`src/cpuPkg.sv`:
```
`default_nettype none

package cpuPkg;

	localparam int wordWidth = 10; // Data word and address width
	localparam int instrWidth = 16;
	localparam int opcodeWidth = 5;

	typedef logic [wordWidth-1:0] wordT;
	typedef logic [instrWidth-1:0] instrT;

	// Top five bits of the instruction, flag and operand follow
	typedef enum logic [opcodeWidth-1:0] {
		opNop = 5'b00000,
		opAdd = 5'b00010,
		opSub = 5'b00011,
		opNot = 5'b00100,
		opPush = 5'b00111, // From memory address
		opPushi = 5'b01000, // Immediate
		opPop = 5'b01010,
		opInc = 5'b01011,
		opDec = 5'b01100,
		opJump = 5'b10000,
		opBlt = 5'b10001,
		opBeq = 5'b10011,
		opBne = 5'b10100,
		opBge = 5'b10101
	} opcodeE;

	typedef enum logic [2:0] {
		aluPass = 3'd0, // Result is b
		aluAdd = 3'd1,
		aluSub = 3'd2,
		aluNot = 3'd3,
		aluInc = 3'd4,
		aluDec = 3'd5
	} aluOpE;

endpackage

`default_nettype wire

```
`src/memArbiter.sv`:
```
`timescale 1ns/10ps
`default_nettype none

module memArbiter (
	input wire logic CLK,
	input wire logic reset,
	input wire logic hostReq,
	input wire logic hostWe,
	input wire cpuPkg::wordT hostAddr,
	input wire cpuPkg::wordT hostWdata,
	output logic hostAck,
	output cpuPkg::wordT hostRdata,
	input wire logic engReq,
	input wire logic engWe,
	input wire cpuPkg::wordT engAddr,
	input wire cpuPkg::wordT engWdata,
	output logic engAck,
	output cpuPkg::wordT engRdata,
	output logic ramWe,
	output cpuPkg::wordT ramAddr,
	output cpuPkg::wordT ramWdata,
	input wire cpuPkg::wordT ramRdata
);

	logic hostGrant;
	logic engGrant;

	// Host first, no peer is granted again in its own ack cycle
	assign hostGrant = hostReq && !hostAck;
	assign engGrant = engReq && !engAck && !hostGrant;

	always_comb begin
		if (hostGrant) begin
			ramWe = hostWe;
			ramAddr = hostAddr;
			ramWdata = hostWdata;
		end else begin
			ramWe = engGrant && engWe; // Idle cycles never write
			ramAddr = engAddr;
			ramWdata = engWdata;
		end
	end

	// Ack registers also record who owns this cycle's read data
	always_ff @(posedge CLK) begin
		if (reset) begin
			hostAck <= 1'b0;
			engAck <= 1'b0;
		end else begin
			hostAck <= hostGrant;
			engAck <= engGrant;
		end
	end

	assign hostRdata = hostAck ? ramRdata : '0;
	assign engRdata = engAck ? ramRdata : '0;

endmodule

`default_nettype wire

```
`config.mk`:
```
export PLATFORM = sky130hd
export DESIGN_NAME = memArbiter
export DESIGN_NICKNAME = d
export VERILOG_FILES = /design/src/cpuPkg.sv /design/src/memArbiter.sv
export SDC_FILE = /design/constraint.sdc
export NUM_CORES = 1
export LEC_CHECK = 0
export ABC_AREA = 1
export BUFFER_PORTS_ARGS = -buffer_cell sky130_fd_sc_hd__buf_2
export CORE_ASPECT_RATIO = 1.4
export CORE_MARGIN = 10
export CORE_UTILIZATION = 27
export CTS_BUF_LIST = sky130_fd_sc_hd__clkbuf_4 sky130_fd_sc_hd__clkbuf_8 sky130_fd_sc_hd__clkbuf_16
export CTS_CLUSTER_DIAMETER = 80
export DETAILED_ROUTE_END_ITERATION = 7
export PLACE_DENSITY = 0.95
export SKIP_CTS_REPAIR_TIMING = 1
export SLEW_MARGIN = 15
export SYNTH_ARGS = -nofsm -noshare
export SYNTH_HDL_FRONTEND = slang
export SYNTH_SLANG_ARGS = --single-unit
export TNS_END_PERCENT = 10
```
`constraint.sdc`:
```
create_clock -name CLK -period 2.5 [get_ports CLK]
set_input_delay 0.5 -clock CLK [delete_from_list [all_inputs] [get_ports CLK]]
set_output_delay 0.5 -clock CLK [all_outputs]
set_load 0.01 [all_outputs]
```
Word level (Yosys, flattened, before mapping)
Cells that the tools add are included.

operators by class
  mux-type cells = 5
  reductions and logical operators = 7

operators with widths
  kind               number
  $mux 10            4
  $logic_and 1x1->1  4
  $logic_not 1->1    3
  $mux 1             1

word-level totals
  register bits after elaboration = 2

Longest topological paths before layout
  depth after elaboration = 6
  mapped depth = 6

Least setup slack after synthesis
Ideal clock, no wire load.

  path kind = input -> output
  start = input port hostReq
  end = output port ramAddr[0]
  arrival time = 871 ps
  setup slack = 1,129 ps
  stages on the path = 5
  path buffers = 1
  path through = nand2_4 inv_2 buf_6 nand2_1 nand2_1

on the way
  cells in the longest elaborated chain, start to end = 2

RTL lines
  element            RTL line          source
  start, declared    memArbiter.sv:7   input wire logic hostReq,
  $logic_and 1x1->1  memArbiter.sv:29  assign hostGrant = hostReq && !hostAck;
  $mux 10            memArbiter.sv:33  if (hostGrant) begin
  end, declared      memArbiter.sv:20  output cpuPkg::wordT ramAddr,

No other way between the ends.

Worst setup path in the final report
  start = register hostAck
  end = output port ramAddr[8]

on the way
  cells in the longest elaborated chain, start to end = 3

RTL lines
  element                 RTL line          source
  start, declared         memArbiter.sv:11  output logic hostAck,
  start signal, assigned  memArbiter.sv:50  hostAck <= hostGrant;
  $logic_not 1->1         memArbiter.sv:29
  $logic_and 1x1->1       memArbiter.sv:29
  $mux 10                 memArbiter.sv:33

No other way between the ends.

==> key figures <==
Critical path
  • CP required: 2.00 ns
  • CP top delay family: flip-flops
  • Slowest Stage Delay on Critical Path: 0.55 ns
  • WP data arrival: 1.55 ns
  • Critical path's slowest cell: dfxtp_1
  • Largest fanout on the critical path: 24
  • Critical path, cell by cell: inv_2, nand2_4, inv_2, nand2_1, nand2_1, buf_2
  • CP Class: register to primary output
  • Startpoint Class: register
  • Crit end category: primary output
  • Crit path buffers/inverters: 3

Synthesis
  • Cell count after synthesis: 119
  • Post-synth EDFFs: 0
  • Mapped Nets: 175
  • Yosys reg bits: 2
  • Post-synth ARST share: 0%
  • Register area share after synthesis: 7.80%
  • Post-synth top cells: nand2_1, inv_1, nor2_1
  • Main area contributors after synthesis: nand2_1, inv_1, dfxtp_1
  • Avg Cell Area, Syn: 4.31 sq um
  • Share of the synthesized area in the top cell type: 60.7%
  • Post-synth cell types: 10
  • Dominant synthesized flop cell: dfxtp_1
  • Cell Area, Synth: 513 sq um
  • Yosys top cell by area: nand2_1
  • Synth Warn #: 0
  • Most numerous cell in the Yosys netlist: nand2_1

Finish
  • Diodes inserted: 0
  • Finished Layout Cells: 234
  • Share of layout cells above drive strength 1: 48.6%
  • Area delta synth->final: 95.6%
  • Final core occ: 56.4%
  • Final nets: 272

Job
  • Max Cap Viol: 0

Detailed routing
  • Drt first pass iters: 4
  • Vias per inst: 4.09
  • Total wire length: 2.67 mm
  • DR DRC count: 0
  • Routed Antenna Nets: 0
  • Initial DRC count: 7
  • Via count: 956
  • DR WL/cell: 11.4 um

Floorplan
  • Die ar.: 4070 sq um
  • Core area: 1780 sq um
  • Initial Utilization: 28.8%
  • Die Width: 56.8 um
  • Vert. Die Dim: 71.6 um
  • Rows: 18
  • I/O pin total: 99

Place
  • IO buf count: 98
  • DP Wirelength: 2.40 mm
  • Placed Cells: 231
  • Placer Congestion: 0.691

STA
  • Clk_skew: 0.00323 ns
  • Setup TNS: 0 ns
  • Slew HR: 73.8%
  • Worst slew pin tran: 0.393 ns
  • Final Cycle Share: 82.0%
  • Final hold violation count: 0
  • Final min period: 2.05 ns
  • Slew Viols, Final: 0
  • RSZ-0062 raised after global routing: no
  • Fmax: 0.488 GHz
  • Final setup fails: 0

Clocking
  • Clk slew on worst S/H paths: 0.03 ns
  • Worst-Skew Late Latency: 0.23 ns
  • Sink Count: 2
  • CTS tree: built
  • Bufs on Longest Clock Path: 2
  • TritonCTS buffer count: 3
  • Root buffer cell: clkbuf_4
  • H-tree Lvls: 1

Global route
  • Largest net degree at the start of global routing: 25
  • Initial antenna violation count: 0
  • First-pass GRT wire length: 4.42 mm
  • Vias in the first global route: 1,090
  • GR Util All Layers: 12.6%
  • GRT overflow: 0

Outcome
  • Status: finished, final reports clean

Power
  • Power per cell area: 278 nW/um^2
  • Worst VDD drop: 262 uV
  • Leak: 0.869 nW

Hold path
  • Worst hold-check path type: input pin to register
layout by cell type, fill, tap and decap left out, drive strengths merged:
cell / synthesis / final
dfxtp: 2 / 2
buf: 6 / 98
nand3: 1 / 1
nand2: 84 / 84
nor2: 3 / 3
inv: 23 / 23
clkbuf: 0 / 3
cell families (layout without fill, tap and decap cells):
logic type,count (synthesis),in the layout,share of synthesized area [%]
buffers and inverters,29,124,26.1
AND/OR/NAND/NOR,88,88,66.1
flip-flops,2,2,7.81
report_power, final:
part | internal (W) | switching (W) | total [W]
clock | 0.0000531 | 0.0000203 | 0.0000734
combinational | 0.0000778 | 0.0000882 | 0.000166
sequential | 0.0000339 | 0.00000533 | 0.0000393
flip-flops by register name (all words and copies together), names as in the netlist:
name	flops
engAck	1
hostAck	1
per-stage QoR:
step	setup slack (ns)	hold slack [ns]	cell area, sq um	total power, W
after floorplan	1.13	0.557	513	0.000122
after global placement	0.654	0.677	981	0.000207
after detailed placement	0.637	0.678	981	0.000209
after CTS	0.424	0.437	1000	0.000286
after global routing	0.199	0.441	1000	0.000313
final	0.450	0.440	1000	0.000279
final timing paths:
kind | from | end | slack (ns) | cells after the start
setup / recovery | hostAck$_SDFF_PP0_ | ramAddr[8] | 0.45 | 6
hold / removal | reset | hostAck$_SDFF_PP0_ | 0.44 | 2
setup reg to reg | hostAck$_SDFF_PP0_ | engAck$_SDFF_PP0_ | 1.44 | 4
hold reg to reg | engAck$_SDFF_PP0_ | engAck$_SDFF_PP0_ | 0.77 | 3
layout make-up:
cell class,count,area [sq um]
fill,196,776
timing repair buffer,98,490
inverter,23,86.3
sequential,2,40.0
tap,20,25.0
clock buffer,3,22.5
multi-input combinational,88,339
per-layer routing:
| layer | up-vias | track usage, % | part of all wire (%) |
|---|---|---|---|
| li1 | 519 | - | - |
| met1 | 377 | 10.6 | 32 |
| met2 | 56 | 23.2 | 51 |
| met3 | 4 | 8.82 | 16 |
| met4 | 0 | 3.40 | 0.94 |
| met5 | - | 0 | 0 |
No activity file was read; power rests on OpenSTA's default activity.
