**src/cpuPkg.sv**
```systemverilog
`default_nettype none

package cpuPkg;

	localparam int wordWidth = 10; // Data word and address width
	localparam int instrWidth = 16;
	localparam int opcodeWidth = 5;

	typedef logic [wordWidth-1:0] wordT;
	typedef logic [instrWidth-1:0] instrT;

	// Top five bits of the instruction, flag and operand follow
	typedef enum logic [opcodeWidth-1:0] {
		opNop = 5'b00000,
		opAdd = 5'b00010,
		opSub = 5'b00011,
		opNot = 5'b00100,
		opPush = 5'b00111, // From memory address
		opPushi = 5'b01000, // Immediate
		opPop = 5'b01010,
		opInc = 5'b01011,
		opDec = 5'b01100,
		opJump = 5'b10000,
		opBlt = 5'b10001,
		opBeq = 5'b10011,
		opBne = 5'b10100,
		opBge = 5'b10101
	} opcodeE;

	typedef enum logic [2:0] {
		aluPass = 3'd0, // Result is b
		aluAdd = 3'd1,
		aluSub = 3'd2,
		aluNot = 3'd3,
		aluInc = 3'd4,
		aluDec = 3'd5
	} aluOpE;

endpackage

`default_nettype wire

```
**src/stackAlu.sv**
```systemverilog
`timescale 1ns/10ps
`default_nettype none

module stackAlu (
	input wire cpuPkg::aluOpE aluOp,
	input wire cpuPkg::wordT a,
	input wire cpuPkg::wordT b,
	output cpuPkg::wordT result,
	output logic zero,
	output logic neg
);
	import cpuPkg::*;

	// All operations wrap modulo 1024
	always_comb begin
		case (aluOp)
			aluPass: begin
				result = b;
			end
			aluAdd: begin
				result = a + b;
			end
			aluSub: begin
				result = a - b; // a is the deeper entry
			end
			aluNot: begin
				result = ~b;
			end
			aluInc: begin
				result = b + wordT'(1);
			end
			aluDec: begin
				result = b - wordT'(1);
			end
			default: begin
				result = b;
			end
		endcase
	end

	assign zero = (result == '0);
	assign neg = result[wordWidth-1]; // Two's complement sign

endmodule

`default_nettype wire

```
**config.mk**
```make
export PLATFORM = sky130hd
export DESIGN_NAME = stackAlu
export DESIGN_NICKNAME = d
export VERILOG_FILES = /design/src/cpuPkg.sv /design/src/stackAlu.sv
export SDC_FILE = /design/constraint.sdc
export NUM_CORES = 1
export LEC_CHECK = 0
export BUFFER_PORTS_ARGS = -buffer_cell sky130_fd_sc_hd__buf_2
export CORE_ASPECT_RATIO = 1.2
export CORE_MARGIN = 4
export CORE_UTILIZATION = 45
export DETAILED_ROUTE_END_ITERATION = 10
export PLACE_DENSITY = 0.68
export SYNTH_ARGS = -nofsm -noshare
export SYNTH_HDL_FRONTEND = slang
export SYNTH_SLANG_ARGS = --single-unit
```
**constraint.sdc**
```tcl
create_clock -name vclk -period 14.7
set_input_delay 3.675 -clock vclk [all_inputs]
set_output_delay 3.675 -clock vclk [all_outputs]
set_load 0.1 [all_outputs]
```
# ---- Word-level counts from Yosys, hierarchy flattened
# Cells that the tools add are included.
dict set report totals {
  register_bits 0
  inputBits 23
  output_inout_bits 12
  word_cells 12
}
dict set report op_classes {
  addsub 4
  eq_ne 5
  mux 1
  bitwise_logic 1
  n_reduce_logical 1
}
# operator count
set op_table {}
lappend op_table {{10-bit case mux with 5 select lines} 1}
lappend op_table {{10-bit by 1-bit adder with 10-bit output (second input constant)} 1}
lappend op_table {{10-bit adder} 1}
lappend op_table {{10-bit zero test} 1}
lappend op_table {{10-bit NOT} 1}
lappend op_table {{10-bit by 1-bit subtractor with 10-bit output (second input constant)} 1}
lappend op_table {{10-bit subtractor} 1}
lappend op_table {{3-bit by 2-bit equality test with 1-bit output (second input constant)} 2}
lappend op_table {{3-bit equality test (second input constant)} 2}
lappend op_table {{3-bit by 1-bit equality test with 1-bit output (second input constant)} 1}

# ---- Longest topological paths before layout
dict set report depth {
  word_depth 3
  depth_mapped 16
  mapped_depth_nobuf 16
}

# ---- Worst setup path after synthesis
# OpenSTA, ideal clock, no wires.
dict set report synth_path {
  kind {input to output}
  startpoint {in aluOp[2]}
  endpoint {out zero}
  arrival_time_ps 8823
  t_required_ps 11025
  path_slack_ps 2202
  path_stages 12
  path_buffers 2
  path_cell_list {buf_2 -> nand2b_1 -> clkbuf_1 -> nand2_1 -> ha_1 -> inv_1 -> fa_1 -> mux2i_1 -> o21ai_0 -> or3_1 -> or4_1 -> nor4_2}
}
dict set report synth_via {
  elab_chain_len 3
  elab_cells_between_ends 7
  classes_between {5 x eq/ne; 1 x mux; 1 x reduce/logical}
}
# item line
set synth_lines {}
lappend synth_lines {{from (decl)} stackAlu.sv:5} ;# input wire cpuPkg::aluOpE aluOp,
lappend synth_lines {{3-bit equality test (tied with other cells)} stackAlu.sv:16} ;# case (aluOp)
lappend synth_lines {{10-bit case mux with 5 select lines *} stackAlu.sv:16}
lappend synth_lines {{via result[1]} stackAlu.sv:8} ;# output cpuPkg::wordT result,
lappend synth_lines {{10-bit zero test *} stackAlu.sv:41} ;# assign zero = (result == '0);
lappend synth_lines {{to (decl)} stackAlu.sv:9} ;# output logic zero,
# Mark *: on every way through the listed nets, which the timed path passes. The rest lies on a longest branch.

# ---- Final worst setup path
dict set report layout_path {
  startpoint {in aluOp[1]}
  endpoint {out zero}
}
dict set report layout_via {
  elab_chain_len 3
  elab_cells_between_ends 7
  classes_between {5 x eq/ne; 1 x mux; 1 x reduce/logical}
}
# item line
set layout_lines {}
lappend layout_lines {{3-bit equality test (tied with other cells)} stackAlu.sv:16}
lappend layout_lines {{10-bit case mux with 5 select lines *} stackAlu.sv:16}
lappend layout_lines {{10-bit zero test *} stackAlu.sv:41}
# Mark *: on every way between the ends. The rest lies on a longest branch, timed or not.

==> impl_results.md <==
- I/O Pins: 35
- Crit share post-route: 76.5%
- Vias in the first global route: about 1,700
- Crit path max fanout: 30
- Dominant cell type by area after synthesis: ha_1
- Design Area, Final: about 1800 sq um
- GPL Wtd Cong: just under 1
- Distinct cells, synth: 55
- Core Box Area: 3370 sq um
- Max Slew Vio Count: 0
- Fin nets: 305
- Final hold viol count: 0
- Hold Startpoint: b[0]
- Grt ovf: 0
- Clk_buf instances: 0
- Dpl cell area: 1770 sq um
- IO buf count: 35
- Drt wl/cell: around 15 um
- Drt pass-1 iters: 4
- Crit path DAT: 7.57 ns
- Max-cap violation count: 0
- Largest net degree at the start of global routing: 31
- Routed via count: ~1,800
- Post-Syn Instances: 232
- Setup-failing EPs final: 0
- Fmax: 0.0890 GHz
- Die ar.: 4560 sq um
- Most frequent cells in the layout: buf_2 (35), nor2_1 (23), a21oi_1 (23)
- Unrepaired setup endpoints after global routing: no
- Peak VDD IR: 0.0757 mV
- Setup TNS: 0 ns
- Mapped Nets: approximately 280
- Die width: ~62 um
- Time the worst path needs with I/O delays and setup: 11.24 ns
- Worst Max-Slew Pin Slew: 0.585 ns
- DP Wirelength: approximately 3700 um
- First-pass GRT wire length: 7600 um
- Fillcell total: 359
- Row count: 23
- Synth warn: 0
- DIE HEIGHT: 73.2 um
- Hold buffers post-CTS: 0
- Syn avg cell area: 6.87 sq um
- Nature of the critical path endpoint: output pin
- Pwr per Cell Area: about 68 nW/um^2
- Req. time, crit path: approximately 11 ns
- Postcts setup bufs: 0
- Post_cts resized: 0
- Crit path launch type: input port
- Vias per std cell: between 6 and 7
- Worst Hold Class: input port to output pin
- Slew HR: 60.9%
- CP Class: input port to output pin
- Synth top area cells: ha_1 (15%), a21oi_1 (7.2%), xnor2_1 (7.1%), nor2_1 (5.4%), nand2_1 (4.5%)
- Static leakage: 0.796 nW
- Share of layout cells above drive strength 1: 19.7%
- Antenna-violating nets left: 0
- Top-area cell type share of the netlist area: 14.9%
- Initial antenna violation count: 0
- Initial core utilization: 47.3%
- Post-synthesis sequential area ratio: 0%
- Post-route DRC violation count: 0
- # diodes: 0
- Crit. Startpoint: aluOp[1]
- Initial DRC count: 95
- Synth Cell Area: ~1600 sq um
- Status: completed
- Synth-to-layout area growth: 11.0%
- FF/Latch Area: 0 sq um
- Tot GR Track Use: 19.7%
- Seq Cell Count: 0
- Wirelength, routed: 4390 um
- Commonest non-fill, non-tap cell in the layout: buf_2
-- kinds of logic (layout without fill, tap and decap cells) --
kind of cell,Yosys count,in the layout,synth area share (%)
AND/OR/NAND/NOR,80,80,25.5
AO/OA/AOI/OAI,79,79,35.5
buffers and inverters,27,54,7.38
adder cells (fa/ha/maj),21,21,17.4
XOR/XNOR,19,19,10.4
multiplexers,6,6,3.77
-- Yosys cell counts, types with 2 or more instances --
| cell | number |
|---|---|
| a21o_1 | 3 |
| a21oi_1 | 23 |
| a21oi_2 | 3 |
| a22o_1 | 2 |
| a31oi_1 | 4 |
| and3_1 | 2 |
| buf_2 | 4 |
| buf_4 | 3 |
| fa_1 | 2 |
| ha_1 | 19 |
| inv_1 | 17 |
| inv_2 | 2 |
| mux2i_1 | 6 |
| nand2_1 | 19 |
| nand2b_1 | 7 |
| nand3_1 | 4 |
| nand4_1 | 2 |
| nor2_1 | 23 |
| nor2b_1 | 2 |
| nor3_1 | 7 |
| nor3b_1 | 2 |
| nor4_2 | 2 |
| o21a_1 | 3 |
| o21ai_0 | 10 |
| o21bai_1 | 3 |
| o221a_2 | 2 |
| o221ai_1 | 4 |
| o22ai_1 | 6 |
| or2_2 | 2 |
| or3_1 | 2 |
| xnor2_1 | 13 |
| xor2_1 | 6 |
-- worst paths after layout --
check | end | depth (start not counted)
setup / recovery | zero | 14
hold / removal | result[0] | 5
-- metal layers --
metal	part of all wire (%)	vias to the layer above	track usage, %
met5	0	-	0
met2	49	63	36.6
met4	1.4	0	3.54
met3	5.6	6	1.08
li1	-	926	-
met1	44	804	25.1
-- per-stage QoR --
stage	setup slack (ns)	instances	utilization, %	hold slack, ns	power [mW]
2_1_floorplan	2.20	232	-	7.91	0.0983
3_3_place_gp	3.56	296	52.5	7.95	0.120
3_5_place_dp	3.47	296	52.5	7.96	0.120
4_1_cts	3.46	296	52.5	7.97	0.121
5_1_grt	3.12	296	52.5	7.99	0.130
6_report	3.46	296	52.5	7.96	0.121
-- critical path: stages --
cell and delay, ns:
buf_2 0.25, nand2b_1 0.41, nor2_1 0.51, a21oi_1 0.17
fa_1 0.48, a21oi_2 0.20, o211ai_2 0.12, nor2_1 0.12
xnor2_1 0.10, o22ai_1 0.17, o22ai_1 0.12, or4_1 0.59
nor4_2 0.16, buf_2 0.46
-- area by class of cell --
| cell class | count | area (sq um) | share of cell area (%) |
|---|---|---|---|
| inverters | 19 | 71.3 | 4.03 |
| well taps | 37 | 46.3 | 2.62 |
| multi-input cells | 205 | 1480 | 83.5 |
| repair buffers | 35 | 175 | 9.90 |
-- report_power, final --
group / internal, mW / switching (mW) / total (mW) / leakage [nW]
Clock: 0 / 0 / 0 / 0
Sequential: 0 / 0 / 0 / 0
Combinational: 0.0360 / 0.0849 / 0.121 / 0.796
Total: 0.0360 / 0.0849 / 0.121 / 0.796
(Power assumes the default switching activity.)
