[src/cpuPkg.sv]
`default_nettype none

package cpuPkg;

	localparam int wordWidth = 10; // Data word and address width
	localparam int instrWidth = 16;
	localparam int opcodeWidth = 5;

	typedef logic [wordWidth-1:0] wordT;
	typedef logic [instrWidth-1:0] instrT;

	// Top five bits of the instruction, flag and operand follow
	typedef enum logic [opcodeWidth-1:0] {
		opNop = 5'b00000,
		opAdd = 5'b00010,
		opSub = 5'b00011,
		opNot = 5'b00100,
		opPush = 5'b00111, // From memory address
		opPushi = 5'b01000, // Immediate
		opPop = 5'b01010,
		opInc = 5'b01011,
		opDec = 5'b01100,
		opJump = 5'b10000,
		opBlt = 5'b10001,
		opBeq = 5'b10011,
		opBne = 5'b10100,
		opBge = 5'b10101
	} opcodeE;

	typedef enum logic [2:0] {
		aluPass = 3'd0, // Result is b
		aluAdd = 3'd1,
		aluSub = 3'd2,
		aluNot = 3'd3,
		aluInc = 3'd4,
		aluDec = 3'd5
	} aluOpE;

endpackage

`default_nettype wire

[src/stackEngine.sv]
`timescale 1ns/10ps
`default_nettype none

module stackEngine #(
	parameter cpuPkg::wordT stackBase = 10'd768
) (
	input wire logic CLK,
	input wire logic reset,
	input wire cpuPkg::instrT instr,
	output cpuPkg::wordT instrAddr,
	output logic memReq,
	output logic memWe,
	output cpuPkg::wordT memAddr,
	output cpuPkg::wordT memWdata,
	input wire logic memAck,
	input wire cpuPkg::wordT memRdata,
	output cpuPkg::aluOpE aluOp,
	output cpuPkg::wordT aluA,
	output cpuPkg::wordT aluB,
	input wire cpuPkg::wordT aluResult,
	input wire logic aluZero,
	input wire logic aluNeg
);
	import cpuPkg::*;

	typedef enum logic [2:0] {
		stFetch,
		stDecode,
		stRead,
		stRead2,
		stWrite,
		stBranch
	} stateE;

	stateE state;
	instrT ir;
	opcodeE opcode;
	wordT operand;
	wordT ip;
	wordT sp;
	wordT ax;
	wordT ipNext;
	wordT spPlus1;
	wordT spMinus1;
	wordT spMinus2;
	logic taken;

	assign opcode = opcodeE'(ir[instrWidth-1 -: opcodeWidth]);
	assign operand = ir[wordWidth-1:0]; // Flag bit ignored

	// Address adder, SP points to the next free word
	assign spPlus1 = sp + wordT'(1);
	assign spMinus1 = sp - wordT'(1);
	assign spMinus2 = sp - wordT'(2);
	assign ipNext = ip + wordT'(1);

	assign instrAddr = ip;

	always_ff @(posedge CLK) begin
		if (state == stFetch) begin
			ir <= instr;
		end
	end

	always_ff @(posedge CLK) begin
		if (reset) begin
			state <= stFetch;
			ip <= '0;
			sp <= stackBase;
			ax <= '0;
		end else begin
			case (state)
				stFetch: begin
					state <= stDecode;
				end
				stDecode: begin
					case (opcode)
						opJump: begin
							ip <= operand;
							state <= stFetch;
						end
						opPushi: begin
							state <= stWrite;
						end
						opPush, opPop, opAdd, opSub, opNot, opInc, opDec,
						opBlt, opBeq, opBne, opBge: begin
							state <= stRead;
						end
						default: begin // NOP and unused codes
							ip <= ipNext;
							state <= stFetch;
						end
					endcase
				end
				stRead: begin
					if (memAck) begin
						ax <= memRdata;
						case (opcode)
							opAdd, opSub: state <= stRead2;
							opBlt, opBeq, opBne, opBge: state <= stBranch;
							default: state <= stWrite;
						endcase
					end
				end
				stRead2: begin
					if (memAck) begin
						ax <= aluResult; // Second entry op top
						state <= stWrite;
					end
				end
				stWrite: begin
					if (memAck) begin
						ip <= ipNext;
						state <= stFetch;
						case (opcode)
							opPushi, opPush: sp <= spPlus1;
							opPop, opAdd, opSub: sp <= spMinus1;
							default: sp <= sp; // In place update
						endcase
					end
				end
				stBranch: begin
					ip <= taken ? operand : ipNext;
					sp <= spMinus1;
					state <= stFetch;
				end
				default: begin
					state <= stFetch;
				end
			endcase
		end
	end

	// Flags come from AX passed through the ALU
	always_comb begin
		case (opcode)
			opBeq: taken = aluZero;
			opBne: taken = !aluZero;
			opBlt: taken = aluNeg;
			opBge: taken = !aluNeg;
			default: taken = 1'b0;
		endcase
	end

	always_comb begin
		aluOp = aluPass;
		aluA = ax;
		aluB = ax;
		if (state == stRead2) begin
			aluA = memRdata;
			if (opcode == opSub) begin
				aluOp = aluSub;
			end else begin
				aluOp = aluAdd;
			end
		end else if (state == stWrite) begin
			case (opcode)
				opNot: aluOp = aluNot;
				opInc: aluOp = aluInc;
				opDec: aluOp = aluDec;
				default: aluOp = aluPass;
			endcase
			if (opcode == opPushi) begin
				aluB = operand;
			end
		end
	end

	assign memReq = (state == stRead) || (state == stRead2) || (state == stWrite);
	assign memWe = (state == stWrite);
	assign memWdata = aluResult; // Write data always goes through the ALU

	always_comb begin
		memAddr = spMinus1;
		case (state)
			stRead: begin
				if (opcode == opPush) begin
					memAddr = operand;
				end
			end
			stRead2: begin
				memAddr = spMinus2;
			end
			stWrite: begin
				case (opcode)
					opPushi, opPush: memAddr = sp;
					opPop: memAddr = operand;
					opAdd, opSub: memAddr = spMinus2;
					default: memAddr = spMinus1;
				endcase
			end
			default: begin
				memAddr = spMinus1;
			end
		endcase
	end

endmodule

`default_nettype wire

[config.mk]
export PLATFORM = sky130hd
export DESIGN_NAME = stackEngine
export DESIGN_NICKNAME = d
export VERILOG_FILES = /design/src/cpuPkg.sv /design/src/stackEngine.sv
export SDC_FILE = /design/constraint.sdc
export NUM_CORES = 1
export LEC_CHECK = 0
export BUFFER_PORTS_ARGS = -buffer_cell sky130_fd_sc_hd__buf_2
export CAP_MARGIN = 10
export CORE_UTILIZATION = 41
export DETAILED_ROUTE_END_ITERATION = 7
export HOLD_SLACK_MARGIN = 0.15
export PLACE_DENSITY = 0.68
export SYNTH_ARGS = -nofsm -noshare
export SYNTH_HDL_FRONTEND = slang
export SYNTH_SLANG_ARGS = --single-unit
[constraint.sdc]
create_clock -name CLK -period 4.15 [get_ports CLK]
set_input_delay 0.415 -clock CLK [delete_from_list [all_inputs] [get_ports CLK]]
set_output_delay 0.415 -clock CLK [all_outputs]
set_load 0.02 [all_outputs]
* After elaboration in Yosys (flattened, before gate mapping)
Index checks and enable logic that the tools add are counted.
** Storage, ports and cells
- Register bits after elaboration :: 49
- Input bits :: 41
- Output and inout bits :: 55
- Logic and storage cells :: 78
** Operators by class
- $add $sub $neg :: 4
- Eq/ne operators :: 23
- Mux-type cells :: 28
- Reductions and logical operators :: 18
** Operators with widths (count)
- $mux 10 :: 10
- $pmux 10 s3 :: 3
- $pmux 10 s2 :: 4
- $eq 5x5->1 const B :: 5
- $add 10x1->10 const B :: 2
- $eq 5x4->1 const B :: 4
- $mux 3 :: 5
- $pmux 3 s5 :: 1
- $pmux 3 s2 :: 2
- $reduce_and 3->1 :: 4
- $reduce_or 12->1 :: 1
- $reduce_or 11->1 :: 1
- $eq 5x2->1 const B :: 2
- $eq 5x3->1 const B :: 2
- $sub 10x1->10 const B :: 1
- $sub 10x2->10 const B :: 1
- $pmux 3 s3 :: 1
- $eq 3x2->1 const B :: 2
- $eq 3x3->1 const B :: 2
- $ne 2x2->1 const B :: 3
- $pmux 1 s4 :: 1
- $reduce_bool 2->1 :: 2
- $reduce_or 2->1 :: 2
- $reduce_or 4->1 :: 1
- other kinds (9) :: 11

* Longest topological paths before layout
- Depth after elaboration :: 5
- Depth in mapped cells :: 9
- Gate-level depth less buffers :: 8

* Least setup slack after synthesis
OpenSTA, ideal clock, no wires.
- Path type :: register to output
- Start :: register sp[2]
- End :: output port memAddr[7]
- Arrival time :: 2.118 ns
- Data required time :: 3.735 ns
- Slack :: 1.617 ns
- Stages on the path, launching flop included :: 10
- Path through :: dfxtp_1 > clkbuf_1 > inv_1 > ha_1 > nor4b_1 > nand2_1 > xor2_1 > a21oi_1 > o21ai_0 > o2bb2ai_1
** On the way
- Word-level cells in the longest chain between the ends :: 3
- Elaborated cells on any way between the ends :: 5
** RTL lines
- start: declaration :: line stackEngine.sv:40 : wordT sp;
- start signal: assignment :: line stackEngine.sv:69 : sp <= stackBase;
- start signal: assignment :: line stackEngine.sv:116 : opPushi, opPush: sp <= spPlus1;
- start signal: assignment :: line stackEngine.sv:117 : opPop, opAdd, opSub: sp <= spMinus1;
- $sub 10x1->10 / $sub 10x2->10 (equally long branches) :: line stackEngine.sv:53, stackEngine.sv:54
- $pmux 10 s3 / $mux 10 (equally long branches) :: line stackEngine.sv:185, stackEngine.sv:177
- $pmux 10 s3 * :: line stackEngine.sv:175 : case (state)
- end: declaration :: line stackEngine.sv:13 : output cpuPkg::wordT memAddr,
Every way passes the cells marked *; elsewhere a longest branch is shown, timed or not.

* Worst setup path after layout
- Start :: register state[2]
- End :: output port aluB[2]
** On the way
- Word-level cells in the longest chain between the ends :: 3
- Elaborated cells on any way between the ends :: 4
** RTL lines
- start: declaration :: line stackEngine.sv:35 : stateE state;
- start signal: assignment :: line stackEngine.sv:67 : state <= stFetch;
- start signal: assignment :: line stackEngine.sv:74 : state <= stDecode;
- start signal: assignment :: line stackEngine.sv:80 : state <= stFetch;
- $eq 3x3->1 :: line stackEngine.sv:156 : end else if (state == stWrite) begin
- $mux 10 :: line stackEngine.sv:156
- $mux 10 * :: line stackEngine.sv:149 : if (state == stRead2) begin
- end: declaration :: line stackEngine.sv:19 : output cpuPkg::wordT aluB,
Marked as above.

==> impl_metrics.toml <==
[die]
die_h_um = 98.1
num_rows = 34
die_w_um = 98.1
die_area_mm2 = 0.00963
start_util_pct = 42.8
io_pins = 96
core_mm2 = 0.00885

[drt]
drt_first_pass_iters = 7
wl_met2_um = 5010
routed_wl_um = 11000
drc = 1
dr_wl_met3_um = 790
top_layer_used = "met4"
drtAntennaViolNets = 0
vias_per_cell = 5.94
dr_total_vias = 3725
drt_iter0_markers = 464
drt-met1-wl_um = 4940
wire_per_inst_um = 17.5

[clock_network]
cts_sinks = 48
tritoncts = "built"
clock_latency_ns = 0.31
cts-resized-gates = 0
post_cts_buffers = 0
htreeDepth = 2
clk_pin_slew_ns = 0.10
cts_hold_buf = 0
cts_buffers = 5
clockBufferDepth = 2
cts_root_buffer = "clkbuf_8"

[place]
dp_hpwl_um = 7890
gp_congestion = 0.926
post_dp_cell_area_mm2 = 0.00420
io_buffers = 94

[critical_path]
path_class = "flip-flop to primary output"
crit_family = "simple AND/OR/NAND/NOR gates"
cp-startpoint = "state[2]"
cp.required_ns = 3.73
crit_path_end = "aluB[2]"
r2r_end = "sp[3]"
reg2reg_slack_ns = 1.44
path_depth = 6
critical_path_buf_inv_count = 2
critPathMaxStageDelay_ns = 0.60
reg2reg_depth = 6
start_kind = "flip-flop"
path_cells = "and2b_1 > nand2b_1 > inv_2 > nand3_1 > mux2_2 > buf_2"
worst_ep_arrival_time_ns = 2.86
slowest_stage = "dfxtp_1"
critPathCaptureType = "primary output"
critPathMaxFanout = 14
reg2reg_from = "ir[14]"

[timing]
max_freq_ghz = 0.305
tightest_slew_ns = 1.08
clock_skew_ns = 0.0106
hold_violations = 0
drv_slew = 0
fin_crit_sh_pct = 79.0
rsz0062_at_grt = "false"
finalSetupTns_ns = 0
setup_violations = 0
fin_crit_ns = 3.28
relSlewSlack_pct = 27.4

[synthesis]
synth_compound_area_share_pct = 24.4
ys_top_cells_by_area = "dfxtp_1 (17%), edfxtp_1 (12%), mux2_2 (6.2%), a21oi_1 (4.8%), mux2i_1 (4.8%)"
avgSynthCellArea_um2 = 8.29
netlist_instances = 457
synth_edf_count = 15
synthXorXnorAreaFrac_pct = 4.85
synth.distinct_cells = 72
ys_seq_area_share_pct = 29.3
yosysTopAreaCell = "dfxtp_1"
synth_top_family_by_area = "compound AO/OA/AOI/OAI gates"
synthDominantCellAreaShare_pct = 17.4
synth.mux.area_fraction_pct = 11.0
syn_area_mm2 = 0.00379
async_flop_share_pct = 0
yosysWarnings = 0
ys_seq_elements = 48
synth_top_flop_cell = "dfxtp_1"
synthAdderAreaFrac_pct = 1.65
synth_nets = 503
yosys.area_share.simple_pct = 21.2

[finish]
multiInputGateArea_mm2 = 0.00239
seqCellArea_mm2 = 0.00111
fin_util_pct = 49.1
n_antenna_cell = 0
final_area_mm2 = 0.00435
fillCellCount = 873
area_growth_pct = 14.7
num-nets-final = 564
drive_gt1_share_pct = 27.0

[global_route]
grt_max_degree = 37
grt_pass1_wl_um = 17700
grt_usage_pct = 23.1
grt_pass1_vias = 3403
grt-ovfl-total = 0
antenna_found_initial = 0

[run_status]
violations = "DRC"
outcome = "finished, violations left"

[power]
powerDensity_mw_per_mm2 = 356
p_sw_uw = 577
leakagePower_nw = 1.78
switching_share_pct = 37.3
p_comb_share_pct = 30.6
peakVddDrop_v = 0.000183
clkPwrFrac_pct = 27.6
internal-power_uw = 969
p_seq_share_pct = 41.8

[run]
maxCapViolCount = 0

[min_path]
worst_hold_path_type = "input port to flip-flop"
## power by group through the flow
stage / Combinational [mW] / Sequential [mW] / Clock (mW)
global route: 0.513 / 0.655 / 0.451
global placement: 0.459 / 0.652 / 0
detailed placement: 0.466 / 0.655 / 0
floorplan: 0.385 / 0.589 / 0
finish: 0.473 / 0.646 / 0.427
CTS: 0.468 / 0.644 / 0.434
## cells in the final DEF (no fill, tap or decap), drive strengths merged, types with 8 or more instances in the layout
cell,n
a211oi,12
a21oi,37
a31oi,8
buf,98
dfxtp,33
edfxtp,15
inv,19
mux2,21
mux2i,18
nand2,36
nand3,10
nor2,43
nor3,16
o21ai,12
o32ai,9
xnor2,15
## cells by family (layout without fill, tap and decap cells)
family	Yosys count	after routing
muxes	39	39
adders and majority gates	5	5
buffers and inverters	62	124
and+or+nand+nor	155	155
AOI/OAI and AO/OA	127	127
xor gates and xnor gates	21	21
DFF	48	48
## state kept, by name, summed over array words and instances (netlist names)
name,flops
ax,10
instrAddr,10
ir,15
sp,10
state,3
## through the flow
step                      power, mW  std cells  hold WS, ns  worst slack, ns
after floorplan               0.974        457        0.484             1.62
after global placement         1.11        618        0.485             1.28
after detailed placement       1.12        618        0.495             1.26
after CTS                      1.55        626        0.274            0.909
after global routing           1.62        627        0.261            0.682
final                          1.55        627        0.273            0.870
## synthesized netlist by cell type (all sizes together), types with 2 or more instances
cell type,count
nor2,43
a21oi,37
nand2,36
dfxtp,33
buf,22
clkbuf,22
mux2,21
inv,18
mux2i,18
nor3,16
edfxtp,15
xnor2,15
a211oi,12
o21ai,12
nand3,10
o32ai,9
a31oi,8
a22oi,6
nand2b,6
nor2b,6
xor2,6
a2111oi,5
ha,5
nand4,5
o221ai,5
o21a,4
o22a,4
or3,4
or4,4
a21o,3
and2,3
nor4,3
nor4b,3
o31ai,3
or2,3
a211o,2
a311o,2
and2b,2
nand3b,2
nand4b,2
nor3b,2
o21bai,2
o311ai,2
## per-layer routing
metal	up-vias	GRT usage [%]
met5	-	0
met3	23	3.87
met1	1718	30.9
met2	181	37.8
met4	0	7.46
li1	1803	-
## layout make-up
class                           instances  area share [%]
Timing Repair Buffer                   98            11.5
Tap cell                              108            3.11
Inverter                               18            1.55
Multi-Input combinational cell        347            55.1
Clock buffer                            5            1.58
Clock inverter                          3            1.58
Sequential cell                        48            25.6
## worst min path at each step
| stage | from | end | cells after the start |
|---|---|---|---|
| 3_5_place_dp | instrAddr[9] | instrAddr[9] | 2 |
| 4_1_cts | instr[1] | ir[1] | 1 |
| 2_1_floorplan | ax[0] | ax[0] | 2 |
| 5_1_grt | instr[2] | ir[2] | 1 |
| 3_3_place_gp | instrAddr[9] | instrAddr[9] | 2 |
| 6_report | instr[2] | ir[2] | 1 |
## worst reg2reg max path, delay by kind of cell, from the launching register on
kind	cells	cell delay, ns
simple gates	3	0.93
flops	1	0.68
xor+xnor	1	0.14
compound gates	2	0.83
No activity file was read; power rests on OpenSTA's default activity.
